`src/verilog/csr_pkg.sv`:
```
/*
 * Shared widths, CSR addresses and the structs of the CSR issue path.
 * Only four machine CSRs are implemented. Any other address reads zero.
 * fifo_depth must stay a power of two, since the queue pointers wrap freely.
 */
package csr_pkg;

	localparam int xlen       = 64;
	localparam int nreg       = 32;
	localparam int reg_idx_w  = 5;
	localparam int fifo_depth = 4;
	localparam int fifo_ptr_w = $clog2(fifo_depth);
	localparam int fifo_cnt_w = fifo_ptr_w + 1;

	localparam logic [11:0] csr_mtvec    = 12'h305;
	localparam logic [11:0] csr_mscratch = 12'h340;
	localparam logic [11:0] csr_mepc     = 12'h341;
	localparam logic [11:0] csr_mcause   = 12'h342;

	typedef enum logic [1:0] {
		op_rw = 2'd0,
		op_rs = 2'd1,
		op_rc = 2'd2
	} csr_op_e;

	// the rs1 field is either a register index or a 5-bit immediate.
	typedef union packed {
		logic [reg_idx_w-1:0] reg_idx;
		logic [reg_idx_w-1:0] zimm;
	} csr_src_u;

	typedef struct packed {
		csr_op_e              op;
		logic                 imm_form;
		logic [11:0]          addr;
		logic [reg_idx_w-1:0] rd;
		csr_src_u             src;
	} csr_info_t;

	typedef struct packed {
		csr_op_e              op;
		logic [reg_idx_w-1:0] rd;
		logic [xlen-1:0]      opnd;
		logic [11:0]          addr;
	} csr_exeparam_t;

	typedef struct packed {
		logic [reg_idx_w-1:0] rd;
		logic [xlen-1:0]      data;
	} csr_result_t;

	typedef struct packed {
		logic [reg_idx_w-1:0] idx;
		logic [xlen-1:0]      data;
	} reg_wb_t;

endpackage

```
`src/verilog/csr_issue.sv`:
```
/*
 * Issue control for CSR instructions.
 * The head issues once its source is ready (or it is immediate form) and
 * commit reports all older instructions retired. The execute word follows
 * one cycle later. Two in-flight writes to the same rd are not interlocked,
 * so a read of that rd between them may see the older value.
 */
`timescale 1ns/10ps

module csr_issue (
	input  logic                               CLK,
	input  logic                               arst_n,
	input  csr_pkg::csr_info_t                 head,
	input  logic                               fifo_empty,
	output logic                               fifo_pop,
	output logic [csr_pkg::reg_idx_w-1:0]      rs_idx,
	input  logic [csr_pkg::xlen-1:0]           rs_data,
	input  logic                               rs_ready,
	input  logic                               csr_ilp_ready,
	output logic                               rd_claim_valid,
	output logic [csr_pkg::reg_idx_w-1:0]      rd_claim_idx,
	output logic                               exeparam_valid,
	output csr_pkg::csr_exeparam_t             exeparam
);
	import csr_pkg::*;

	logic          src_ok;
	logic          issue;
	logic [xlen-1:0] opnd;
	csr_exeparam_t exeparam_nxt;

	// immediate form has no RAW hazard.
	assign rs_idx = head.src.reg_idx;
	assign src_ok = head.imm_form | rs_ready;
	assign issue  = ~fifo_empty & src_ok & csr_ilp_ready;

	assign fifo_pop = issue;

	// x0 is never marked pending.
	assign rd_claim_valid = issue & (head.rd != '0);
	assign rd_claim_idx   = head.rd;

	assign opnd = head.imm_form ? {{(xlen - reg_idx_w){1'b0}}, head.src.zimm} : rs_data;

	assign exeparam_nxt.op   = head.op;
	assign exeparam_nxt.rd   = head.rd;
	assign exeparam_nxt.opnd = opnd;
	assign exeparam_nxt.addr = head.addr;

	always_ff @(posedge CLK) begin
		if (issue) begin
			exeparam <= exeparam_nxt;
		end
	end

	always_ff @(posedge CLK or negedge arst_n) begin
		if (!arst_n) begin
			exeparam_valid <= 1'b0;
		end else begin
			exeparam_valid <= issue;
		end
	end

endmodule

```
`config.mk`:
```
export PLATFORM = sky130hd
export DESIGN_NAME = csr_issue
export DESIGN_NICKNAME = d
export VERILOG_FILES = /design/src/verilog/csr_pkg.sv /design/src/verilog/csr_issue.sv
export SDC_FILE = /design/constraint.sdc
export NUM_CORES = 1
export LEC_CHECK = 0
export ABC_CLOCK_PERIOD_IN_PS = 4630
export BUFFER_PORTS_ARGS = -buffer_cell sky130_fd_sc_hd__buf_4
export CORE_ASPECT_RATIO = 1.5
export CORE_MARGIN = 8
export CORE_UTILIZATION = 44
export CTS_BUF_LIST = sky130_fd_sc_hd__clkbuf_4
export DETAILED_ROUTE_END_ITERATION = 10
export PLACE_DENSITY = 0.91
export SLEW_MARGIN = 20
export SYNTH_ARGS = -nofsm -noshare
export SYNTH_HDL_FRONTEND = slang
export SYNTH_SLANG_ARGS = --single-unit
```
`constraint.sdc`:
```
create_clock -name CLK -period 4.63 [get_ports CLK]
set_input_delay 0.2315 -clock CLK [delete_from_list [all_inputs] [get_ports CLK]]
set_output_delay 0.2315 -clock CLK [all_outputs]
set_load 0.005 [all_outputs]
```
==> reports/results.txt <==
Status: finished, final reports clean
Max Slew Vio Count: 0
GP Congestion: 0.692
YS warnings: 0
Mapped Area: 0.00309 mm²
CTS tree: built
Area growth, synth to finish: 56.7%
Slew Limit Headroom: 29.7%
Multi-input logic area: 475 µm²
Detailed Route Iter0 Violations: 127
RSZ-0062 raised after global routing: false
CP required: 4.40 ns
Pin count of the biggest net entering global routing: 66
Port Buffers: 189
Clock Tree Buf Depth: 2
Global-route wire length before repair: 13.1 mm
Pwr/cell area: 301 mW/mm²
Worst Max-Slew Pin Slew: 1.05 ns
Htree depth: 3
Crit path cell chain: buf_4 > nor2_1 > nor3b_4 > buf_12 > buf_4
Critical Path End Type: output port
Fillers: 483
Hold path cells: 2
CP max stage cell: nor3b_4
Drt pass-1 iters: 4
Core region area: 0.00685 mm²
Post-place setup slack: 2.03 ns
CTS sink count: 84
Synth Instances: 169
Netlist cell types: 11
WL per Instance: 19.4 µm
Top Ports: 190
Chip height: 119 µm
Power consumption: 1.46 mW
VDD IR-drop max: 0.209 mV
Antenna-violating nets left: 0
Clock slew at reported path FFs: 0.13 ns
Nets@finish: 468
Critical path peak fanout: 65
DR DRC count: 0
HP Class: input port to flip-flop
Register Area: 0.00252 mm²
GR Overflow Total: 0
Die width: 84.4 µm
Avg Cell Area, Syn: 18.3 µm²
Initial antenna violation count: 2
WHS: 0.0816 ns
Post-Route WL: 8.91 mm
All-Layer GR Usage: 17.6%
Post-route worst setup slack: 2.08 ns
Vias/cell: 4.68
FF+latch count, synth: 84
Pleak: 1.98 nW
Largest stage delay, worst path: 0.88 ns
Max Clk Rate: 392 MHz
Vias: 2148
CP startpoint kind: input port
Initial Util: 45.1%
Setup TNS: 0 ns
Detailed-placement wirelength estimate: 6.51 mm
Most frequent CP cell: buf_4
Final Setup Violations: 0
Max cap viols: 0
Site Rows: 37
Layout cells sized above 1: 55.4%
Vias in the first global route: 2316
Arrival time at the worst endpoint: 2.32 ns
Syn nets: 263
Finished Core Util: 70.7%
CTS Buf Count: 9
Clk Tree Root Cell: clkbuf_4
Post-synthesis sequential area ratio: 81.4%
Period utilisation layout: 55.1%
Setup CP Type: input port to output port
Min cycle time layout: 2.55 ns
Final hold violation count: 0
Die Area: 0.0100 mm²
==> worst max-delay path, delay by kind of cell <==
kind | cells | cell delay (ns)
buf+inv | 3 | 0.99
simple gates | 2 | 1.05
==> synthesized netlist by cell type, drive strengths merged <==
| cell | instances | area share, % |
|---|---|---|
| dfrtp | 1 | 0.81 |
| and2b | 10 | 2.4 |
| or4 | 1 | 0.24 |
| nor2 | 1 | 0.12 |
| mux2 | 5 | 1.8 |
| buf | 11 | 2.7 |
| clkbuf | 6 | 0.73 |
| nor3b | 1 | 0.40 |
| nor2b | 49 | 9.9 |
| o21a | 1 | 0.24 |
| edfxtp | 83 | 81 |
==> worst paths after layout <==
kind                        startpoint                          to
min in group asynchronous       arst_n    exeparam_valid$_DFF_PN0_
max in group asynchronous       arst_n    exeparam_valid$_DFF_PN0_
hold / removal             rs_data[27]  exeparam[39]$_SDFFCE_PP0P_
setup / recovery              head[22]                    fifo_pop
==> routing by layer <==
layer / vias to the layer above / part of all wire, % / global-route usage, %
met2: 117 / 55 / 30.9
met1: 1018 / 34 / 16.6
met3: 9 / 10 / 9.08
met4: 0 / 1.4 / 7.50
met5: - / 0 / 0
li1: 1004 / - / -
==> sequential cells by signal, summed over array words and instances, names as in the netlist <==
signal,cells
exeparam,83
exeparam_valid,1
==> what timing repair did <==
| action | CTS | global route |
|---|---|---|
| hold endpoints to repair | 20 | 0 |
| buffers inserted | 0 | 0 |
| hold buffers | 20 | 0 |
| gates resized for setup | 0 | 0 |
==> kinds of logic (layout without fill, tap and decap cells) <==
logic type / after synthesis / count (layout) / share of synthesized area, %
other: 0 / 2 / 0
DFF: 84 / 84 / 81.4
buffers and inverters: 17 / 227 / 3.40
and+or+nand+nor: 62 / 62 / 13.1
AOI/OAI and AO/OA: 1 / 1 / 0.243
muxes: 5 / 5 / 1.82
==> power breakdown <==
group | internal (mW) | switching, mW | total [mW]
combinational | 0.139 | 0.0768 | 0.215
clock | 0.102 | 0.238 | 0.341
sequential | 0.890 | 0.0145 | 0.904
total | 1.13 | 0.330 | 1.46
==> cell type report <==
| type | count | area share (%) |
|---|---|---|
| sequential | 84 | 52.0 |
| clock buffer | 9 | 1.39 |
| tap | 78 | 2.01 |
| antenna | 2 | 0.103 |
| timing repair buffer | 211 | 34.0 |
| multi-input combinational | 68 | 9.82 |
| clock inverter | 7 | 0.697 |
==> placed cells by master, fill, tap and decap left out, drive strengths merged <==
| cell type | n |
|---|---|
| dfrtp | 1 |
| clkinv | 6 |
| o21a | 1 |
| clkinvlp | 1 |
| clkbuf | 9 |
| nor3b | 1 |
| nor2b | 49 |
| mux2 | 5 |
| or4 | 1 |
| and2b | 10 |
| nor2 | 1 |
| edfxtp | 83 |
| buf | 191 |
| dlygate4sd3 | 20 |
| diode | 2 |
==> metrics by stage <==
step           cell area [µm²]  instances
2_1_floorplan             3090        169
6_report                  4840        459
4_1_cts                   4840        457
3_5_place_dp              4540        421
5_1_grt                   4840        459
3_3_place_gp              4540        421
No activity file was read; power rests on OpenSTA's default activity.
