## src/verilog/csr_pkg.sv

```systemverilog
/*
 * Shared widths, CSR addresses and the structs of the CSR issue path.
 * Only four machine CSRs are implemented. Any other address reads zero.
 * fifo_depth must stay a power of two, since the queue pointers wrap freely.
 */
package csr_pkg;

	localparam int xlen       = 64;
	localparam int nreg       = 32;
	localparam int reg_idx_w  = 5;
	localparam int fifo_depth = 4;
	localparam int fifo_ptr_w = $clog2(fifo_depth);
	localparam int fifo_cnt_w = fifo_ptr_w + 1;

	localparam logic [11:0] csr_mtvec    = 12'h305;
	localparam logic [11:0] csr_mscratch = 12'h340;
	localparam logic [11:0] csr_mepc     = 12'h341;
	localparam logic [11:0] csr_mcause   = 12'h342;

	typedef enum logic [1:0] {
		op_rw = 2'd0,
		op_rs = 2'd1,
		op_rc = 2'd2
	} csr_op_e;

	// the rs1 field is either a register index or a 5-bit immediate.
	typedef union packed {
		logic [reg_idx_w-1:0] reg_idx;
		logic [reg_idx_w-1:0] zimm;
	} csr_src_u;

	typedef struct packed {
		csr_op_e              op;
		logic                 imm_form;
		logic [11:0]          addr;
		logic [reg_idx_w-1:0] rd;
		csr_src_u             src;
	} csr_info_t;

	typedef struct packed {
		csr_op_e              op;
		logic [reg_idx_w-1:0] rd;
		logic [xlen-1:0]      opnd;
		logic [11:0]          addr;
	} csr_exeparam_t;

	typedef struct packed {
		logic [reg_idx_w-1:0] rd;
		logic [xlen-1:0]      data;
	} csr_result_t;

	typedef struct packed {
		logic [reg_idx_w-1:0] idx;
		logic [xlen-1:0]      data;
	} reg_wb_t;

endpackage

```

## src/verilog/csr_issue_fifo.sv

```systemverilog
/*
 * In-order queue of decoded CSR instructions.
 * A push while full is dropped, so the source must watch full.
 * A pop while empty is ignored. The head is read straight from storage.
 */
`timescale 1ns/10ps

module csr_issue_fifo (
	input  logic                  CLK,
	input  logic                  arst_n,
	input  logic                  push,
	input  csr_pkg::csr_info_t    push_info,
	input  logic                  pop,
	output csr_pkg::csr_info_t    head,
	output logic                  empty,
	output logic                  full
);
	import csr_pkg::*;

	csr_info_t mem [fifo_depth];

	logic [fifo_ptr_w-1:0] rptr;
	logic [fifo_ptr_w-1:0] wptr;
	logic [fifo_cnt_w-1:0] count;
	logic                  do_push;
	logic                  do_pop;

	assign do_push = push & ~full;
	assign do_pop  = pop & ~empty;
	assign empty   = (count == '0);
	assign full    = (count == fifo_cnt_w'(fifo_depth));
	assign head    = mem[rptr];

	always_ff @(posedge CLK) begin
		if (do_push) begin
			mem[wptr] <= push_info;
		end
	end

	// pointers wrap on their own width.
	always_ff @(posedge CLK or negedge arst_n) begin
		if (!arst_n) begin
			rptr  <= '0;
			wptr  <= '0;
			count <= '0;
		end else begin
			if (do_push) begin
				wptr <= wptr + 1'b1;
			end
			if (do_pop) begin
				rptr <= rptr + 1'b1;
			end
			case ({do_push, do_pop})
				2'b10:   count <= count + 1'b1;
				2'b01:   count <= count - 1'b1;
				default: count <= count;
			endcase
		end
	end

endmodule

```

## config.mk

```make
export PLATFORM = sky130hd
export DESIGN_NAME = csr_issue_fifo
export DESIGN_NICKNAME = d
export VERILOG_FILES = /design/src/verilog/csr_pkg.sv /design/src/verilog/csr_issue_fifo.sv
export SDC_FILE = /design/constraint.sdc
export NUM_CORES = 1
export LEC_CHECK = 0
export BUFFER_PORTS_ARGS = -buffer_cell sky130_fd_sc_hd__buf_4
export CORE_MARGIN = 2
export CORE_UTILIZATION = 56
export CTS_CLUSTER_DIAMETER = 200
export CTS_CLUSTER_SIZE = 25
export DETAILED_ROUTE_END_ITERATION = 6
export PLACE_DENSITY = 0.78
export SLEW_MARGIN = 5
export SYNTH_ARGS = -nofsm -noshare
export SYNTH_HDL_FRONTEND = slang
export SYNTH_SLANG_ARGS = --single-unit
```

## constraint.sdc

```tcl
create_clock -name CLK -period 2.25 [get_ports CLK]
set_input_delay 0.225 -clock CLK [delete_from_list [all_inputs] [get_ports CLK]]
set_output_delay 0.225 -clock CLK [all_outputs]
set_load 0.05 [all_outputs]
```

==> reports/qor.csv <==
stage,metric,value,unit
place,post-place setup slack,0.257,ns
synthesis,syn avg cell area,24.3,µm²
global_route,first-pass GRT wire length,9.49,mm
timing,post-route clock period utilization,93.4,%
place,RePlAce Congestion,0.676,
global_route,largest net degree at the start of global routing,26,
setup_path,crit end category,output port,
hold_path,HP Class,primary input to register,
die,core area,0.00714,mm²
place,IO Port Bufs,55,
setup_path,reg2reg path depth,9,
route,via count,1803,
route,DRC,0,
clocking,CTS max path bufs,2,
global_route,met1 Use GR,22.8,%
clocking,CTS Sinks,107,
die,Initial Util,57.2,%
synthesis,Seq cells post-synth,107,
layout,Filler cells,479,
clocking,CTS clock-pin slew for the worst setup and hold paths,0.10,ns
hold_path,hold path depth,1,
die,Die ar.,0.00799,mm²
synthesis,Post-Syn Area,0.00408,mm²
timing,final setup fails,0,
place,Area after DPL,0.00467,mm²
die,Die Span Y,89.4,µm
timing,Slew @ Worst Pin,0.436,ns
route,drt first pass iters,6,
run_status,status,"complete, no violations",
setup_path,FF-to-FF Start,count[0],
layout,"leading cell type in the layout, fill and taps excluded",edfxtp_1,
synthesis,post-synth cell types,21,
timing,Clock Skew,0.00984,ns
global_route,GR peak layer,met2,
die,# rows,31,
layout,Synth-to-Final Area Change,18.7,%
layout,Finished Cell Area,0.00484,mm²
clocking,CTS tree,done,
hold_path,worst hold start,push_info[10],
power,peak supply drop,899,µV
layout,Antenna diodes,0,
global_route,initial antenna violation count,0,
timing,Period minus WS final,2.10,ns
hold_path,WHS Endpoint,mem[1][10],
route,Routed WL,6.26,mm
clocking,H-Tree Depth,3,
synthesis,part of the Yosys area used for sequential elements,77.9,%
place,DP HPWL,4.16,mm
clocking,Skew-Pair Late Insertion Delay,0.36,ns
clocking,Post-CTS Resized,0,
synthesis,Synth Instances,168,
die,chip width,89.4,µm
job,MaxCap Viol Count,0,
synthesis,syn_nets,203,
route,DR iter-0 viols,88,
timing,final hold vios,0,
timing,"Worst Setup Slack, final",0.148,ns
layout,Final #Nets,275,
die,io pins,56,
global_route,vias in the first global route,1848,
setup_path,arrival time worst endpoint,1.88,ns
setup_path,FF-to-FF setup slack,0.25,ns
route,Via density,5.24,
power,Static Leak,0.00173,µW
global_route,gr usage total,16.7,%
setup_path,R2R Path End,count[2],
timing,Max Fclk,476,MHz
layout,most frequent cells in the layout,"edfxtp_1 (100), buf_4 (64), mux4_2 (18), clkbuf_8 (9), mux4_1 (7)",
timing,Post-Route Setup TNS,0,ns
route,final antenna-violating net count,0,
clocking,CTS root buffer,clkbuf_8,
route,Wirelength per Cell,18.2,µm
layout,share of cells above drive strength 1,41.6,%
power,cell area power density,1420,mW/mm²
setup_path,CP Class,register to output port,
setup_path,worst path required time,2.03,ns
global_route,met3 global-route usage,3.97,%
clocking,cts bufs inserted,9,
timing,relative slew slack,70.9,%
timing,RSZ-0062 raised after global routing,no,
setup_path,crit-path max FO,10,
synthesis,YS warnings,0,
timing,final slew viol count,0,
setup_path,Worst setup SP type,register,
global_route,met2 Track Usage GR,26.7,%
global_route,GRT overflow,0,
[cells by family (layout without fill, tap and decap cells)]
kind of cell	after synthesis	in the layout	share of synthesized area, %
AOI/OAI and AO/OA	1	1	0.215
xor gates and xnor gates	6	6	1.29
adders and majority gates	6	6	2.02
buffers and inverters	12	89	2.18
DFF	107	107	77.9
muxes	27	27	15.0
and+or+nand+nor	9	9	1.44
[power breakdown]
group / switching, µW / total (µW) / internal [µW] / leakage, µW
registers: 197 / 2840 / 2640 / 0.000997
clock network: 609 / 1010 / 403 / 0.0000803
logic: 1890 / 3040 / 1140 / 0.000654
total: 2700 / 6890 / 4190 / 0.00173
[through the flow]
step / total power, µW / std cells / util [%] / hold slack (ns)
5_1_grt: 7210 / 344 / 67.9 / 0.0401
2_1_floorplan: 5120 / 168 / - / -0.0706
6_report: 6890 / 344 / 67.9 / 0.0635
3_3_place_gp: 5920 / 327 / 65.4 / 0.0410
3_5_place_dp: 5970 / 327 / 65.4 / 0.0427
4_1_cts: 6960 / 344 / 67.9 / 0.0451
[synth_stat cells, drive strengths merged]
library cell | n | area (µm²)
and2 | 4 | 25.0
buf | 6 | 66.3
dfrtp | 7 | 175
edfxtp | 100 | 3000
fa | 1 | 20.0
ha | 5 | 62.6
inv | 6 | 22.5
mux2 | 1 | 11.3
mux2i | 1 | 10.0
mux4 | 25 | 589
nand2 | 1 | 3.75
nor2 | 1 | 3.75
nor2b | 1 | 8.76
nor3 | 1 | 5.00
nor3b | 1 | 12.5
o31a | 1 | 8.76
xnor2 | 3 | 26.3
xor2 | 3 | 26.3
[layout make-up]
| class | instances | area (µm²) | area share, % |
|---|---|---|---|
| clock inverters | 6 | 41.3 | 0.852 |
| well taps | 99 | 124 | 2.56 |
| clock buffers | 10 | 128 | 2.63 |
| repair buffers | 67 | 531 | 11.0 |
| multi-input cells | 49 | 820 | 16.9 |
| flip-flops and latches | 107 | 3180 | 65.6 |
| inverters | 6 | 22.5 | 0.465 |
[state kept, by name, indices dropped and copies added, names as in the netlist]
name   count
mem      100
wptr       2
count      3
rptr       2
[worst max path at each step]
stage / from / to / cells after the start
final: rptr[0] / head[20] / 3
after detailed placement: count[0] / count[2] / 9
after global placement: count[0] / count[2] / 9
after global routing: rptr[0] / head[20] / 3
after floorplan: count[0] / count[2] / 9
after CTS: rptr[0] / head[20] / 3
[layer usage]
metal	share of wire, %	up-vias	routed length [µm]
li1	-	833	-
met1	45	917	2790
met2	51	48	3210
met3	3.1	5	197
met4	0.99	0	62
met5	0	-	0
[worst max-delay path, stage by stage, from the launching register on]
cell     delay [ns]
dfrtp_2        0.53
buf_4          0.25
mux4_2         0.53
buf_4          0.21
[what timing repair did]
item                      CTS  global route
hold endpoints to repair    7             0
setup buffers               0             0
hold buffers                1             0
Power figures use the tool's default switching activity.
