## config.mk

```make
export PLATFORM = sky130hd
export DESIGN_NAME = csr_file
export DESIGN_NICKNAME = d
export VERILOG_FILES = /design/src/verilog/csr_pkg.sv /design/src/verilog/csr_file.sv
export SDC_FILE = /design/constraint.sdc
export NUM_CORES = 1
export LEC_CHECK = 0
export ABC_AREA = 1
export BUFFER_PORTS_ARGS = -buffer_cell sky130_fd_sc_hd__buf_2
export CAP_MARGIN = 20
export CORE_AREA = 4 4 164 166
export DETAILED_ROUTE_END_ITERATION = 8
export DIE_AREA = 0 0 168 170
export PLACE_DENSITY = 0.82
export SYNTH_ARGS = -nofsm -noshare
export SYNTH_HDL_FRONTEND = slang
export SYNTH_SLANG_ARGS = --single-unit
```

## constraint.sdc

```tcl
create_clock -name CLK -period 3.3 [get_ports CLK]
set_clock_uncertainty 0.1 [all_clocks]
set_input_delay 0.165 -clock CLK [delete_from_list [all_inputs] [get_ports CLK]]
set_output_delay 0.165 -clock CLK [all_outputs]
set_load 0.005 [all_outputs]
```

## src/verilog/csr_pkg.sv

```systemverilog
/*
 * Shared widths, CSR addresses and the structs of the CSR issue path.
 * Only four machine CSRs are implemented. Any other address reads zero.
 * fifo_depth must stay a power of two, since the queue pointers wrap freely.
 */
package csr_pkg;

	localparam int xlen       = 64;
	localparam int nreg       = 32;
	localparam int reg_idx_w  = 5;
	localparam int fifo_depth = 4;
	localparam int fifo_ptr_w = $clog2(fifo_depth);
	localparam int fifo_cnt_w = fifo_ptr_w + 1;

	localparam logic [11:0] csr_mtvec    = 12'h305;
	localparam logic [11:0] csr_mscratch = 12'h340;
	localparam logic [11:0] csr_mepc     = 12'h341;
	localparam logic [11:0] csr_mcause   = 12'h342;

	typedef enum logic [1:0] {
		op_rw = 2'd0,
		op_rs = 2'd1,
		op_rc = 2'd2
	} csr_op_e;

	// the rs1 field is either a register index or a 5-bit immediate.
	typedef union packed {
		logic [reg_idx_w-1:0] reg_idx;
		logic [reg_idx_w-1:0] zimm;
	} csr_src_u;

	typedef struct packed {
		csr_op_e              op;
		logic                 imm_form;
		logic [11:0]          addr;
		logic [reg_idx_w-1:0] rd;
		csr_src_u             src;
	} csr_info_t;

	typedef struct packed {
		csr_op_e              op;
		logic [reg_idx_w-1:0] rd;
		logic [xlen-1:0]      opnd;
		logic [11:0]          addr;
	} csr_exeparam_t;

	typedef struct packed {
		logic [reg_idx_w-1:0] rd;
		logic [xlen-1:0]      data;
	} csr_result_t;

	typedef struct packed {
		logic [reg_idx_w-1:0] idx;
		logic [xlen-1:0]      data;
	} reg_wb_t;

endpackage

```

## src/verilog/csr_file.sv

```systemverilog
/*
 * Machine-mode CSR storage for mscratch, mepc, mcause and mtvec.
 * Performs the read-modify-write of one execute word per cycle and returns
 * the old value as a registered result. An unknown address reads zero and
 * the write is dropped. No privilege checks and no CSR side effects.
 */
`timescale 1ns/10ps

module csr_file (
	input  logic                      CLK,
	input  logic                      arst_n,
	input  logic                      exeparam_valid,
	input  csr_pkg::csr_exeparam_t    exeparam,
	output logic                      res_valid,
	output csr_pkg::csr_result_t      res
);
	import csr_pkg::*;

	logic [xlen-1:0] mscratch;
	logic [xlen-1:0] mepc;
	logic [xlen-1:0] mcause;
	logic [xlen-1:0] mtvec;
	logic [xlen-1:0] old_val;
	logic [xlen-1:0] new_val;
	logic            hit;

	// address decode.
	always_comb begin
		hit     = 1'b1;
		old_val = '0;
		case (exeparam.addr)
			csr_mscratch: old_val = mscratch;
			csr_mepc:     old_val = mepc;
			csr_mcause:   old_val = mcause;
			csr_mtvec:    old_val = mtvec;
			default:      hit = 1'b0;
		endcase
	end

	always_comb begin
		case (exeparam.op)
			op_rw:   new_val = exeparam.opnd;
			op_rs:   new_val = old_val | exeparam.opnd;
			op_rc:   new_val = old_val & ~exeparam.opnd;
			default: new_val = old_val;
		endcase
	end

	always_ff @(posedge CLK or negedge arst_n) begin
		if (!arst_n) begin
			mscratch <= '0;
			mepc     <= '0;
			mcause   <= '0;
			mtvec    <= '0;
		end else if (exeparam_valid && hit) begin
			case (exeparam.addr)
				csr_mscratch: mscratch <= new_val;
				csr_mepc:     mepc     <= new_val;
				csr_mcause:   mcause   <= new_val;
				csr_mtvec:    mtvec    <= new_val;
				default:      mscratch <= mscratch;
			endcase
		end
	end

	// result carries the value seen before the update.
	always_ff @(posedge CLK) begin
		if (exeparam_valid) begin
			res.rd   <= exeparam.rd;
			res.data <= old_val;
		end
	end

	always_ff @(posedge CLK or negedge arst_n) begin
		if (!arst_n) begin
			res_valid <= 1'b0;
		end else begin
			res_valid <= exeparam_valid;
		end
	end

endmodule

```

==> impl_results.html, run 1 <==
<table>
<tr><th>Metric</th><th>Value</th></tr>
<tr><th colspan="2">Run status</th></tr>
<tr><td>Status</td><td>complete, no violations</td></tr>
<tr><th colspan="2">Synth</th></tr>
<tr><td>Sequential share of the synthesized area</td><td>54.5%</td></tr>
<tr><td>Top cells by area, synth</td><td>sky130_fd_sc_hd__dfrtp_1, sky130_fd_sc_hd__nand2_1, sky130_fd_sc_hd__edfxtp_1, sky130_fd_sc_hd__nand3_1, sky130_fd_sc_hd__o21ai_0</td></tr>
<tr><td>Cell type with the highest aggregate area in the netlist</td><td>sky130_fd_sc_hd__dfrtp_1</td></tr>
<tr><td>Avg Cell Area, Syn</td><td>7.88 um2</td></tr>
<tr><td>Number of different library cells in the post-synthesis netlist</td><td>21</td></tr>
<tr><td>Gate Count Post-Synth</td><td>1,978</td></tr>
<tr><td>Fraction of post-synthesis cell area in the top cell type by area</td><td>41.2%</td></tr>
<tr><td>Number of warnings issued by yosys</td><td>0</td></tr>
<tr><td>Cell area after synthesis</td><td>0.0156 mm2</td></tr>
<tr><td>Number of nets produced by synthesis</td><td>2,064</td></tr>
<tr><td>Flip-flop and latch count after synthesis</td><td>326</td></tr>
<tr><th colspan="2">Power and ir drop</th></tr>
<tr><td>Leakage power figure</td><td>10.3 nW</td></tr>
<tr><td>Maximum VDD drop</td><td>0.400 mV</td></tr>
<tr><td>Power density over the cells</td><td>462 mW/mm2</td></tr>
<tr><td>Total power</td><td>0.00847 W</td></tr>
<tr><th colspan="2">Clock network</th></tr>
<tr><td>Clock tree from TritonCTS</td><td>done</td></tr>
<tr><td>Clock-pin slew reported for the worst setup and hold paths after clock tree synthesis</td><td>0.06 ns</td></tr>
<tr><td>Sink count of the clock tree</td><td>326</td></tr>
<tr><td>Clock network latency to the later pin of the worst-skew pair</td><td>0.51 ns</td></tr>
<tr><td>Cell at the root of the clock tree</td><td>sky130_fd_sc_hd__clkbuf_16</td></tr>
<tr><td>CTS max path bufs</td><td>3</td></tr>
<tr><td>Cts bufs inserted</td><td>35</td></tr>
<tr><td>H-tree depth reported by CTS</td><td>2</td></tr>
<tr><th colspan="2">Setup path</th></tr>
<tr><td>Setup crit end kind</td><td>flip-flop</td></tr>
<tr><td>Kind of critical path</td><td>input pin to flip-flop</td></tr>
<tr><td>FF-to-FF End</td><td>mscratch[59]</td></tr>
<tr><td>Buf+Inv Stages, Crit Path</td><td>3</td></tr>
<tr><td>Endpoint arrival time on the critical path</td><td>2.38 ns</td></tr>
<tr><td>Cell type group with the largest total delay on the critical path</td><td>buffers and inverters</td></tr>
<tr><td>Worst endpoint required time</td><td>3.65 ns</td></tr>
<tr><td>Longest individual stage delay on the worst path</td><td>0.68 ns</td></tr>
<tr><td>R2r setup slk</td><td>1.98 ns</td></tr>
<tr><td>Setup crit start kind</td><td>input pin</td></tr>
<tr><td>Biggest fanout along the worst timing path</td><td>64</td></tr>
<tr><td>Reg-to-reg startpoint</td><td>mscratch[59]</td></tr>
<tr><td>Slowest cell on the critical path</td><td>sky130_fd_sc_hd__buf_4</td></tr>
<tr><td>CP dominant cell by count</td><td>sky130_fd_sc_hd__nand2_1</td></tr>
<tr><td>Depth of the worst register-to-register path</td><td>6</td></tr>
<tr><td>Cell-by-cell listing of the critical path</td><td>dlygate4sd3_1 &gt; buf_4 &gt; nand2_1 &gt; nor2_4 &gt; buf_4 &gt; nand2_1 &gt; nand2_1</td></tr>
<tr><th colspan="2">Job</th></tr>
<tr><td>Max-cap check violation count</td><td>0</td></tr>
<tr><th colspan="2">Die</th></tr>
<tr><td>Die outline width</td><td>168 um</td></tr>
<tr><td>Placeable Area</td><td>0.0256 mm2</td></tr>
<tr><td>Initial standard-cell utilization of the core</td><td>60.9%</td></tr>
<tr><td>Boundary pin count</td><td>156</td></tr>
<tr><td>Die boundary height</td><td>170 um</td></tr>
<tr><td>Row count</td><td>59</td></tr>
<tr><td>Die Area</td><td>0.0286 mm2</td></tr>
<tr><th colspan="2">Layout</th></tr>
<tr><td>Area taken by flip-flops and latches</td><td>0.00850 mm2</td></tr>
<tr><td>Antenna cell count</td><td>0</td></tr>
<tr><td>Post-synthesis to final-layout area growth</td><td>17.4%</td></tr>
<tr><td>Ratio of cells with drive above 1 in the final layout</td><td>11.6%</td></tr>
<tr><td>Non-Filler Instances</td><td>2,501</td></tr>
<tr><td>Layout fillers</td><td>1,898</td></tr>
<tr><td>Number of nets in the layout</td><td>2,226</td></tr>
<tr><td>Footprint of the multi-input gates</td><td>0.00639 mm2</td></tr>
<tr><th colspan="2">Routing</th></tr>
<tr><td>Routed len/inst</td><td>17.5 um</td></tr>
<tr><td>DRC violations left</td><td>0</td></tr>
<tr><td>Final wirelength</td><td>43.8 mm</td></tr>
<tr><td>Vias post-DR</td><td>14,600</td></tr>
<tr><td>Final antenna-violating net count</td><td>0</td></tr>
<tr><td>Avg Vias per Cell</td><td>5.85</td></tr>
<tr><td>Violation count after the first detailed-route iteration</td><td>1,819</td></tr>
<tr><td>Length of the first detailed-routing pass in iterations</td><td>6</td></tr>
<tr><th colspan="2">STA</th></tr>
<tr><td>Period utilisation layout</td><td>61.7%</td></tr>
<tr><td>Unrepaired setup endpoints after global routing</td><td>false</td></tr>
<tr><td>Hold WS</td><td>0.0262 ns</td></tr>
<tr><td>Count of endpoints failing hold in the final timing report</td><td>0</td></tr>
<tr><td>Final worst slack</td><td>1.27 ns</td></tr>
<tr><td>Final setup violation count</td><td>0</td></tr>
<tr><td>Tmin final</td><td>2.03 ns</td></tr>
<tr><td>Final count of pins violating max slew</td><td>0</td></tr>
<tr><td>Remaining max-slew budget at the tightest pin</td><td>36.1%</td></tr>
<tr><td>Worst Tran Pin Value</td><td>0.959 ns</td></tr>
<tr><td>Timing-limited maximum frequency</td><td>0.491 GHz</td></tr>
<tr><td>Total Negative Setup Slacks</td><td>0 ns</td></tr>
<tr><th colspan="2">Global routing</th></tr>
<tr><td>First-pass GRT wire length</td><td>71.7 mm</td></tr>
<tr><td>Vias in the first global route</td><td>14,300</td></tr>
<tr><td>GRT Util Overall</td><td>30.5%</td></tr>
<tr><td>Pin count of the biggest net entering global routing</td><td>128</td></tr>
<tr><td>Overflow left after global routing</td><td>0</td></tr>
<tr><td>Initial antenna violation count</td><td>1</td></tr>
<tr><th colspan="2">Worst hold path</th></tr>
<tr><td>Number of cells on the worst hold path</td><td>5</td></tr>
<tr><td>Start point of the worst hold path</td><td>exeparam[66]</td></tr>
<tr><td>Hold EP</td><td>mcause[54]</td></tr>
<tr><td>Worst min-delay path class</td><td>input pin to flip-flop</td></tr>
<tr><th colspan="2">Place</th></tr>
<tr><td>Worst Setup Slack post-DPL</td><td>1.00 ns</td></tr>
<tr><td>Detailed Place HPWL</td><td>23.1 mm</td></tr>
<tr><td>Final GP Congestion</td><td>0.810</td></tr>
<tr><td>Cell count after placement</td><td>2,368</td></tr>
<tr><td>Number of buffers inserted by port buffering</td><td>155</td></tr>
</table>
-- Yosys cell counts --
| cell | number |
|---|---|
| sky130_fd_sc_hd__o21ai_0 | 128 |
| sky130_fd_sc_hd__buf_6 | 15 |
| sky130_fd_sc_hd__buf_1 | 1 |
| sky130_fd_sc_hd__a41oi_1 | 2 |
| sky130_fd_sc_hd__nand2_2 | 2 |
| sky130_fd_sc_hd__clkbuf_1 | 49 |
| sky130_fd_sc_hd__edfxtp_1 | 69 |
| sky130_fd_sc_hd__dfrtp_1 | 257 |
| sky130_fd_sc_hd__o211ai_1 | 1 |
| sky130_fd_sc_hd__nor3b_1 | 1 |
| sky130_fd_sc_hd__nor3_1 | 1 |
| sky130_fd_sc_hd__nor2_4 | 1 |
| sky130_fd_sc_hd__buf_4 | 6 |
| sky130_fd_sc_hd__inv_1 | 10 |
| sky130_fd_sc_hd__nand4_1 | 62 |
| sky130_fd_sc_hd__inv_2 | 7 |
| sky130_fd_sc_hd__nor2_1 | 8 |
| sky130_fd_sc_hd__nand2_1 | 1038 |
| sky130_fd_sc_hd__nand3_1 | 259 |
| sky130_fd_sc_hd__nor2_2 | 6 |
| sky130_fd_sc_hd__buf_2 | 55 |
-- report_power, final --
part / total (W) / internal [W] / switching [W]
sequential: 0.00416 / 0.00415 / 0.0000106
combinational: 0.000461 / 0.000167 / 0.000295
clock: 0.00384 / 0.00227 / 0.00158
total: 0.00847 / 0.00658 / 0.00188
-- cell type report --
class	instances	area share (%)
clock inverter	6	0.178
multi-input combinational	1509	34.9
tap	335	2.29
inverter	17	0.369
timing repair buffer	251	9.82
sequential	326	46.5
clock buffer	57	5.97
-- flip-flops by register name (all words and copies together) (netlist names) --
signal and count:
mscratch 64, res_valid 1, res 69, mepc 64
mcause 64, mtvec 64
-- metal layers --
layer | vias to the layer above | wire length (um) | global-route usage (%)
met4 | 2 | 1400 | 10.8
li1 | 6780 | - | -
met2 | 897 | 20100 | 48.2
met1 | 6810 | 17500 | 42.7
met3 | 146 | 4870 | 6.02
met5 | - | 7 | 0
-- through the flow --
stage	cell area, um2	util (%)
after floorplan	15600	-
final	18300	71.5
after global placement	16500	64.3
after CTS	18300	71.5
after global routing	18300	71.5
after detailed placement	16500	64.3
-- how the worst max path moves through the flow --
stage	from	end	slack, ns	cells past startpoint
floorplan	exeparam[11]	mepc[13]	1.80	9
global placement	exeparam[5]	mepc[39]	1.08	10
detailed placement	exeparam[5]	mepc[34]	1.00	10
CTS	exeparam_valid	mcause[1]	1.31	7
global route	exeparam_valid	mtvec[11]	1.15	7
finish	exeparam_valid	mcause[1]	1.27	7
-- worst min-delay path, delay by kind of cell --
kind	cells	cell delay, ns
buf+inv	1	0.11
simple gates	4	0.33
-- logic make-up (layout without fill, tap and decap cells) --
group	count (synthesis)	count (layout)	synth area share, %
compound gates	131	131	4.27
buf+inv	143	331	4.75
flops	326	326	54.5
simple gates	1378	1378	36.5
-- layout by cell type, fill, tap and decap left out, types with 7 or more instances in the layout --
cell type	n
sky130_fd_sc_hd__nand2_1	1037
sky130_fd_sc_hd__nand3_1	258
sky130_fd_sc_hd__dfrtp_1	257
sky130_fd_sc_hd__buf_2	153
sky130_fd_sc_hd__o21ai_0	128
sky130_fd_sc_hd__dlygate4sd3_1	70
sky130_fd_sc_hd__edfxtp_1	69
sky130_fd_sc_hd__nand4_1	62
sky130_fd_sc_hd__clkbuf_16	38
sky130_fd_sc_hd__buf_4	18
sky130_fd_sc_hd__clkbuf_1	12
sky130_fd_sc_hd__inv_1	9
sky130_fd_sc_hd__buf_12	9
sky130_fd_sc_hd__nor2_1	7
sky130_fd_sc_hd__clkbuf_8	7
-- what timing repair did --
action,CTS,global route
gates resized for setup,0,0
hold endpoints to repair,345,0
setup buffers,0,0
hold buffers,70,0
No activity file was read; power rests on OpenSTA's default activity.
==> inputs of run 2 (changes only) <==
CORE_AREA = 4 4 168 170   (was 4 4 164 166)
DIE_AREA = 0 0 172 174   (was 0 0 168 170)
PLACE_DENSITY = 0.79   (was 0.82)
clock period = 1.9 ns   (was 3.3 ns; I/O delays follow)
==> impl_results.html, run 2 (same netlist as run 1, synthesis figures left out) <==
<table>
<tr><th>Metric</th><th>Value</th></tr>
<tr><th colspan="2">Global routing</th></tr>
<tr><td>First-pass GRT wire length</td><td>73.6 mm</td></tr>
<tr><td>Overflow left after global routing</td><td>0</td></tr>
<tr><td>GRT Util Overall</td><td>30.1%</td></tr>
<tr><td>Pin count of the biggest net entering global routing</td><td>65</td></tr>
<tr><td>Vias in the first global route</td><td>14,700</td></tr>
<tr><td>Initial antenna violation count</td><td>0</td></tr>
<tr><th colspan="2">Routing</th></tr>
<tr><td>Avg Vias per Cell</td><td>5.88</td></tr>
<tr><td>Vias post-DR</td><td>14,900</td></tr>
<tr><td>Final antenna-violating net count</td><td>0</td></tr>
<tr><td>Final wirelength</td><td>45.3 mm</td></tr>
<tr><td>Routed len/inst</td><td>17.9 um</td></tr>
<tr><td>DRC violations left</td><td>0</td></tr>
<tr><td>Violation count after the first detailed-route iteration</td><td>1,788</td></tr>
<tr><td>Length of the first detailed-routing pass in iterations</td><td>6</td></tr>
<tr><th colspan="2">Layout</th></tr>
<tr><td>Number of flip-flops in the largest register</td><td>69</td></tr>
<tr><td>Fin util</td><td>70.1%</td></tr>
<tr><td>Antenna cell count</td><td>0</td></tr>
<tr><td>Most common library cell in the layout ignoring fill and taps</td><td>sky130_fd_sc_hd__nand2_1</td></tr>
<tr><td>Largest Register</td><td>res</td></tr>
<tr><td>Final instance area</td><td>0.0187 mm2</td></tr>
<tr><td>Leading cell types in the layout, fill and taps excluded</td><td>sky130_fd_sc_hd__nand2_1, sky130_fd_sc_hd__nand3_1, sky130_fd_sc_hd__dfrtp_1, sky130_fd_sc_hd__buf_2, sky130_fd_sc_hd__o21ai_0</td></tr>
<tr><td>Number of nets in the layout</td><td>2,252</td></tr>
<tr><td>Ratio of cells with drive above 1 in the final layout</td><td>12.5%</td></tr>
<tr><td>Post-synthesis to final-layout area growth</td><td>20.1%</td></tr>
<tr><th colspan="2">Setup path</th></tr>
<tr><td>Depth of the worst register-to-register path</td><td>2</td></tr>
<tr><td>Kind of critical path</td><td>input pin to flip-flop</td></tr>
<tr><td>Reg-to-reg startpoint</td><td>mscratch[4]</td></tr>
<tr><td>Biggest fanout along the worst timing path</td><td>21</td></tr>
<tr><td>FF-to-FF End</td><td>res[4]</td></tr>
<tr><td>End point of the critical path</td><td>mtvec[37]</td></tr>
<tr><td>R2r setup slk</td><td>0.63 ns</td></tr>
<tr><td>Endpoint arrival time on the critical path</td><td>1.80 ns</td></tr>
<tr><td>Worst endpoint required time</td><td>2.25 ns</td></tr>
<tr><td>Crit path launch</td><td>exeparam_valid</td></tr>
<tr><td>Setup crit end kind</td><td>flip-flop</td></tr>
<tr><td>Setup crit start kind</td><td>input pin</td></tr>
<tr><th colspan="2">Clock network</th></tr>
<tr><td>Sink count of the clock tree</td><td>326</td></tr>
<tr><td>Clock network latency to the later pin of the worst-skew pair</td><td>0.52 ns</td></tr>
<tr><td>Clock tree from TritonCTS</td><td>done</td></tr>
<tr><td>H-tree depth reported by CTS</td><td>2</td></tr>
<tr><td>Cts bufs inserted</td><td>35</td></tr>
<tr><td>Clock-pin slew reported for the worst setup and hold paths after clock tree synthesis</td><td>0.06 ns</td></tr>
<tr><td>Buffer count from post-CTS setup fixing</td><td>0</td></tr>
<tr><td>Number of cells upsized or downsized after cts</td><td>0</td></tr>
<tr><td>CTS max path bufs</td><td>3</td></tr>
<tr><td>CTS Hold Bufs</td><td>71</td></tr>
<tr><td>Cell at the root of the clock tree</td><td>sky130_fd_sc_hd__clkbuf_16</td></tr>
<tr><th colspan="2">Die</th></tr>
<tr><td>Row count</td><td>60</td></tr>
<tr><td>Boundary pin count</td><td>156</td></tr>
<tr><td>Placeable Area</td><td>0.0267 mm2</td></tr>
<tr><td>Die boundary height</td><td>174 um</td></tr>
<tr><td>Die Area</td><td>0.0299 mm2</td></tr>
<tr><td>Initial standard-cell utilization of the core</td><td>58.3%</td></tr>
<tr><td>Die outline width</td><td>172 um</td></tr>
<tr><th colspan="2">STA</th></tr>
<tr><td>Tmin final</td><td>1.45 ns</td></tr>
<tr><td>Hold WS</td><td>0.0322 ns</td></tr>
<tr><td>Unrepaired setup endpoints after global routing</td><td>false</td></tr>
<tr><td>Final setup violation count</td><td>0</td></tr>
<tr><td>Worst Tran Pin Value</td><td>0.616 ns</td></tr>
<tr><td>Period utilisation layout</td><td>76.3%</td></tr>
<tr><td>Total Negative Setup Slacks</td><td>0 ns</td></tr>
<tr><td>Final count of pins violating max slew</td><td>0</td></tr>
<tr><td>Count of endpoints failing hold in the final timing report</td><td>0</td></tr>
<tr><td>Remaining max-slew budget at the tightest pin</td><td>58.9%</td></tr>
<tr><td>Timing-limited maximum frequency</td><td>0.689 GHz</td></tr>
<tr><th colspan="2">Job</th></tr>
<tr><td>Max-cap check violation count</td><td>0</td></tr>
<tr><th colspan="2">Place</th></tr>
<tr><td>Placed instance area</td><td>0.0169 mm2</td></tr>
<tr><td>Number of buffers inserted by port buffering</td><td>155</td></tr>
<tr><td>Detailed Place HPWL</td><td>26.3 mm</td></tr>
<tr><td>Final GP Congestion</td><td>0.835</td></tr>
<tr><th colspan="2">Power and ir drop</th></tr>
<tr><td>Power density over the cells</td><td>782 mW/mm2</td></tr>
<tr><td>Maximum VDD drop</td><td>0.551 mV</td></tr>
<tr><td>Leakage power figure</td><td>10.4 nW</td></tr>
<tr><th colspan="2">Run status</th></tr>
<tr><td>Status</td><td>complete, no violations</td></tr>
<tr><th colspan="2">Worst hold path</th></tr>
<tr><td>Worst min-delay path class</td><td>input pin to asynchronous set/reset pin</td></tr>
</table>
==> run 2: cell count changes in the layout (fill, tap and decap cells not counted) <==
cell | previous run | this run
sky130_fd_sc_hd__clkinv_2 | 5 | 4
sky130_fd_sc_hd__buf_4 | 18 | 24
sky130_fd_sc_hd__inv_4 | 3 | 1
sky130_fd_sc_hd__dlygate4sd3_1 | 70 | 71
sky130_fd_sc_hd__clkinv_1 | 0 | 2
sky130_fd_sc_hd__clkbuf_8 | 7 | 6
sky130_fd_sc_hd__clkbuf_1 | 12 | 10
sky130_fd_sc_hd__buf_12 | 9 | 28
sky130_fd_sc_hd__clkinv_4 | 0 | 1
==> run 2: worst min path at each step <==
| stage | startpoint | endpoint | cells past startpoint |
|---|---|---|---|
| after global placement | arst_n | mtvec[49] | 1 |
| after global routing | arst_n | mtvec[49] | 2 |
| after CTS | arst_n | mepc[59] | 2 |
| after floorplan | arst_n | mcause[0] | 0 |
| after detailed placement | arst_n | mtvec[49] | 1 |
| final | arst_n | mtvec[49] | 2 |
==> run 2: layer usage <==
metal / vias to the layer above / global-route usage, % / wire (um)
li1: 6838 / - / -
met2: 873 / 47.5 / 21100
met3: 118 / 5.89 / 4760
met4: 0 / 9.70 / 1240
met5: - / 0 / 0
met1: 7058 / 42.4 / 18100
==> run 2: where the power goes <==
| group | total, W | switching, W | internal, W |
|---|---|---|---|
| registers | 0.00723 | 0.0000194 | 0.00721 |
| logic | 0.000853 | 0.000533 | 0.000320 |
| clock network | 0.00656 | 0.00269 | 0.00387 |
| total | 0.0146 | 0.00324 | 0.0114 |
==> run 2: final cells by class <==
cell class,instances,area (um2)
clock buffers,54,1070
well taps,341,427
inverters,17,67.6
repair buffers,277,2230
fillers,2061,8000
multi-input cells,1509,6390
flip-flops and latches,326,8500
clock inverters,6,31.3
==> run 2: critical path, cell delays in order <==
cell,delay (ns)
sky130_fd_sc_hd__dlygate4sd3_1,0.53
sky130_fd_sc_hd__buf_4,0.24
sky130_fd_sc_hd__nand2_1,0.18
sky130_fd_sc_hd__nor2_4,0.21
sky130_fd_sc_hd__buf_4,0.35
sky130_fd_sc_hd__nand2_1,0.11
sky130_fd_sc_hd__nand2_1,0.07
==> run 2: stage by stage <==
| stage | cells | total power, W | setup slack, ns |
|---|---|---|---|
| floorplan | 1978 | 0.00761 | 0.470 |
| global route | 2530 | 0.0151 | 0.292 |
| CTS | 2530 | 0.0147 | 0.479 |
| global placement | 2399 | 0.00807 | 0.0803 |
| detailed placement | 2399 | 0.00809 | 0.0167 |
| finish | 2530 | 0.0146 | 0.449 |
==> inputs of run 3 (changes only) <==
ABC_AREA = 0   (was 1)
CORE_AREA = 4 4 182 184   (was 4 4 168 170)
DIE_AREA = 0 0 186 188   (was 0 0 172 174)
PLACE_DENSITY = 0.76   (was 0.79)
clock period = 1.2 ns   (was 1.9 ns; I/O delays follow)
==> impl_results.html, run 3 <==
<table>
<tr><th>Metric</th><th>Value</th></tr>
<tr><th colspan="2">Run status</th></tr>
<tr><td>Status</td><td>finished with violations</td></tr>
<tr><td>Violated checks</td><td>hold timing, setup timing</td></tr>
<tr><th colspan="2">Synth</th></tr>
<tr><td>Fraction of post-synthesis cell area in the top cell type by area</td><td>38.1%</td></tr>
<tr><td>Cell area after synthesis</td><td>0.0169 mm2</td></tr>
<tr><td>Flip-flop and latch count after synthesis</td><td>326</td></tr>
<tr><td>Avg Cell Area, Syn</td><td>10.1 um2</td></tr>
<tr><td>Number of warnings issued by yosys</td><td>0</td></tr>
<tr><td>Gate Count Post-Synth</td><td>1,676</td></tr>
<tr><td>Share of synthesized flip-flops with an asynchronous set or reset</td><td>78.8%</td></tr>
<tr><td>Sequential share of the synthesized area</td><td>50.4%</td></tr>
<tr><td>Number of different library cells in the post-synthesis netlist</td><td>35</td></tr>
<tr><td>Number of nets produced by synthesis</td><td>1,762</td></tr>
<tr><td>Most frequent cell after synthesis</td><td>sky130_fd_sc_hd__dfrtp_1</td></tr>
<tr><td>Number of synthesized flops with an enable pin</td><td>69</td></tr>
<tr><td>Top cells by area, synth</td><td>sky130_fd_sc_hd__dfrtp_1, sky130_fd_sc_hd__edfxtp_1, sky130_fd_sc_hd__a31oi_1, sky130_fd_sc_hd__a21oi_1, sky130_fd_sc_hd__nand3b_1</td></tr>
<tr><td>Post-synth top cells</td><td>sky130_fd_sc_hd__dfrtp_1, sky130_fd_sc_hd__a31oi_1, sky130_fd_sc_hd__a21oi_1</td></tr>
<tr><td>Cell type with the highest aggregate area in the netlist</td><td>sky130_fd_sc_hd__dfrtp_1</td></tr>
<tr><td>Predominant post-synthesis flop cell</td><td>sky130_fd_sc_hd__dfrtp_1</td></tr>
<tr><th colspan="2">Setup path</th></tr>
<tr><td>Slowest cell on the critical path</td><td>sky130_fd_sc_hd__or4b_4</td></tr>
<tr><td>Setup crit start kind</td><td>input pin</td></tr>
<tr><td>Cell-by-cell listing of the critical path</td><td>buf_8 &gt; or4b_4 &gt; buf_12 &gt; buf_16 &gt; buf_12 &gt; a21oi_4 &gt; o221ai_4 &gt; a31oi_2</td></tr>
<tr><td>Longest individual stage delay on the worst path</td><td>0.62 ns</td></tr>
<tr><td>Kind of critical path</td><td>input pin to flip-flop</td></tr>
<tr><td>Biggest fanout along the worst timing path</td><td>6</td></tr>
<tr><td>Endpoint arrival time on the critical path</td><td>1.76 ns</td></tr>
<tr><td>Setup crit end kind</td><td>flip-flop</td></tr>
<tr><td>Worst endpoint required time</td><td>1.53 ns</td></tr>
<tr><td>CP dominant cell by count</td><td>sky130_fd_sc_hd__buf_12</td></tr>
<tr><th colspan="2">Layout</th></tr>
<tr><td>Largest Register</td><td>res</td></tr>
<tr><td>Number of nets in the layout</td><td>2,114</td></tr>
<tr><td>Leading cell types in the layout, fill and taps excluded</td><td>sky130_fd_sc_hd__dfrtp_1, sky130_fd_sc_hd__a31oi_1, sky130_fd_sc_hd__buf_4, sky130_fd_sc_hd__a21oi_1, sky130_fd_sc_hd__nor2_1</td></tr>
<tr><td>Most common library cell in the layout ignoring fill and taps</td><td>sky130_fd_sc_hd__dfrtp_1</td></tr>
<tr><td>Final instance area</td><td>0.0236 mm2</td></tr>
<tr><td>Ratio of cells with drive above 1 in the final layout</td><td>34.9%</td></tr>
<tr><td>Post-synthesis to final-layout area growth</td><td>40.0%</td></tr>
<tr><td>Fin util</td><td>75.3%</td></tr>
<tr><td>Non-Filler Instances</td><td>2,455</td></tr>
<tr><td>Antenna cell count</td><td>0</td></tr>
<tr><td>Number of flip-flops in the largest register</td><td>69</td></tr>
<tr><td>Layout fillers</td><td>1,945</td></tr>
<tr><th colspan="2">STA</th></tr>
<tr><td>Hold WS</td><td>-0.0543 ns</td></tr>
<tr><td>Timing-limited maximum frequency</td><td>0.698 GHz</td></tr>
<tr><td>Final worst slack</td><td>-0.233 ns</td></tr>
<tr><td>Unrepaired setup endpoints after global routing</td><td>true</td></tr>
<tr><td>Final count of pins violating max slew</td><td>0</td></tr>
<tr><td>Tmin final</td><td>1.43 ns</td></tr>
<tr><td>Remaining max-slew budget at the tightest pin</td><td>53.1%</td></tr>
<tr><td>Count of endpoints failing hold in the final timing report</td><td>25</td></tr>
<tr><td>Period utilisation layout</td><td>119%</td></tr>
<tr><td>Final setup violation count</td><td>318</td></tr>
<tr><td>Total Negative Setup Slacks</td><td>-38.70 ns</td></tr>
<tr><td>Worst Tran Pin Value</td><td>0.703 ns</td></tr>
<tr><th colspan="2">Global routing</th></tr>
<tr><td>Initial antenna violation count</td><td>0</td></tr>
<tr><td>Pin count of the biggest net entering global routing</td><td>43</td></tr>
<tr><td>GRT Util Overall</td><td>30.7%</td></tr>
<tr><td>First-pass GRT wire length</td><td>86.7 mm</td></tr>
<tr><td>Overflow left after global routing</td><td>0</td></tr>
<tr><td>Vias in the first global route</td><td>16,200</td></tr>
<tr><th colspan="2">Power and ir drop</th></tr>
<tr><td>Maximum VDD drop</td><td>1.22 mV</td></tr>
<tr><td>Power density over the cells</td><td>1060 mW/mm2</td></tr>
<tr><td>Leakage power figure</td><td>9.43 nW</td></tr>
<tr><th colspan="2">Job</th></tr>
<tr><td>Max-cap check violation count</td><td>0</td></tr>
<tr><th colspan="2">Clock network</th></tr>
<tr><td>Cell at the root of the clock tree</td><td>sky130_fd_sc_hd__clkbuf_16</td></tr>
<tr><td>Clock tree from TritonCTS</td><td>done</td></tr>
<tr><td>Sink count of the clock tree</td><td>326</td></tr>
<tr><td>H-tree depth reported by CTS</td><td>2</td></tr>
<tr><td>Clock network latency to the later pin of the worst-skew pair</td><td>0.51 ns</td></tr>
<tr><td>Cts bufs inserted</td><td>36</td></tr>
<tr><td>CTS max path bufs</td><td>3</td></tr>
<tr><td>Clock-pin slew reported for the worst setup and hold paths after clock tree synthesis</td><td>0.06 ns</td></tr>
<tr><td>CTS Hold Bufs</td><td>70</td></tr>
<tr><th colspan="2">Worst hold path</th></tr>
<tr><td>Worst min-delay path class</td><td>input pin to asynchronous set/reset pin</td></tr>
<tr><th colspan="2">Place</th></tr>
<tr><td>Detailed Place HPWL</td><td>32.5 mm</td></tr>
<tr><td>Worst Setup Slack post-DPL</td><td>-0.764 ns</td></tr>
<tr><td>Number of buffers inserted by port buffering</td><td>155</td></tr>
<tr><td>Cell count after placement</td><td>2,255</td></tr>
<tr><td>Final GP Congestion</td><td>0.845</td></tr>
<tr><td>Placed instance area</td><td>0.0203 mm2</td></tr>
<tr><th colspan="2">Die</th></tr>
<tr><td>Row count</td><td>65</td></tr>
<tr><td>Die outline width</td><td>186 um</td></tr>
<tr><td>Placeable Area</td><td>0.0314 mm2</td></tr>
<tr><td>Die Area</td><td>0.0350 mm2</td></tr>
<tr><td>Initial standard-cell utilization of the core</td><td>53.8%</td></tr>
<tr><td>Boundary pin count</td><td>156</td></tr>
<tr><td>Die boundary height</td><td>188 um</td></tr>
<tr><th colspan="2">Routing</th></tr>
<tr><td>Vias post-DR</td><td>16,100</td></tr>
<tr><td>Length of the first detailed-routing pass in iterations</td><td>8</td></tr>
<tr><td>Final wirelength</td><td>57.5 mm</td></tr>
<tr><td>Violation count after the first detailed-route iteration</td><td>1,822</td></tr>
<tr><td>Avg Vias per Cell</td><td>6.57</td></tr>
<tr><td>DRC violations left</td><td>0</td></tr>
<tr><td>Final antenna-violating net count</td><td>0</td></tr>
<tr><td>Routed len/inst</td><td>23.4 um</td></tr>
</table>
[run 3: cell count changes in the layout (fill, tap and decap cells not counted), sizes merged, moves of 86 or more]
cell and change:
a21oi +253, a31oi +212, buf +200, nand2 -1037, nand3 -259, nand3b +128, nor2 +151, nor3 +86
o21ai -128
[run 3: worst max-delay path: cells and delay by family]
family                 cells  cell delay, ns
AO/OA/AOI/OAI              3            0.50
AND/OR/NAND/NOR            1            0.62
buffers and inverters      4            0.56
[run 3: what timing repair did]
| action | in CTS | in global routing |
|---|---|---|
| gates cloned | 4 | 3 |
| endpoints found under the hold margin | 515 | 14 |
| resized for setup | 63 | 85 |
| buffers inserted | 14 | 49 |
| pin swaps | 25 | 95 |
| endpoints found under the setup margin | 308 | 343 |
[run 3: path summary, 6_finish.rpt]
kind / startpoint / to / slack (ns) / cells past startpoint
worst max-delay path: exeparam[5] / mepc[63] / -0.23 / 8
worst max register to register: mcause[9] / res[9] / -0.19 / 4
worst min-delay path: arst_n / mtvec[57] / -0.05 / 2
min in group CLK: exeparam[82] / mscratch[27] / 0.03 / 3
worst min register to register: mepc[58] / mepc[58] / 0.42 / 2
max in group asynchronous: arst_n / mepc[27] / 0.48 / 3
[run 3: logic make-up (layout without fill, tap and decap cells)]
family / Yosys count / in the layout / synth area share [%]
compound gates: 588 / 588 / 23.2
simple gates: 532 / 532 / 17.9
flops: 326 / 326 / 50.4
buf+inv: 166 / 543 / 4.79
mux: 64 / 64 / 3.79
[run 3: layout make-up]
| cell class | count | area [um2] | area share (%) |
|---|---|---|---|
| clock inverter | 10 | 98.8 | 0.418 |
| timing repair buffer | 479 | 4270 | 18.0 |
| multi-input combinational | 1184 | 9210 | 38.9 |
| clock buffer | 53 | 1060 | 4.47 |
| tap | 402 | 503 | 2.13 |
| sequential | 326 | 8500 | 36.0 |
| inverter | 1 | 3.75 | 0.0159 |
[run 3: layer usage]
layer	GRT usage, %	vias to the layer above	wire (um)
met1	40.7	7954	22200
met5	0	-	0
met2	50.7	1000	27800
li1	-	6989	-
met3	6.32	196	5500
met4	9.64	0	1970
[run 3: per-stage QoR]
step           power [W]  hold WS, ns
3_3_place_gp      0.0138       -0.118
2_1_floorplan     0.0127       -0.336
6_report          0.0250      -0.0543
3_5_place_dp      0.0138       -0.115
5_1_grt           0.0257      -0.0247
4_1_cts           0.0249      -0.0640
[run 3: power by group]
group | total [W] | switching (W) | internal, W | leakage, nW
clock | 0.0110 | 0.00446 | 0.00651 | 0.566
sequential | 0.0115 | 0.0000660 | 0.0115 | 4.29
combinational | 0.00253 | 0.00155 | 0.000977 | 4.57
total | 0.0250 | 0.00608 | 0.0190 | 9.43
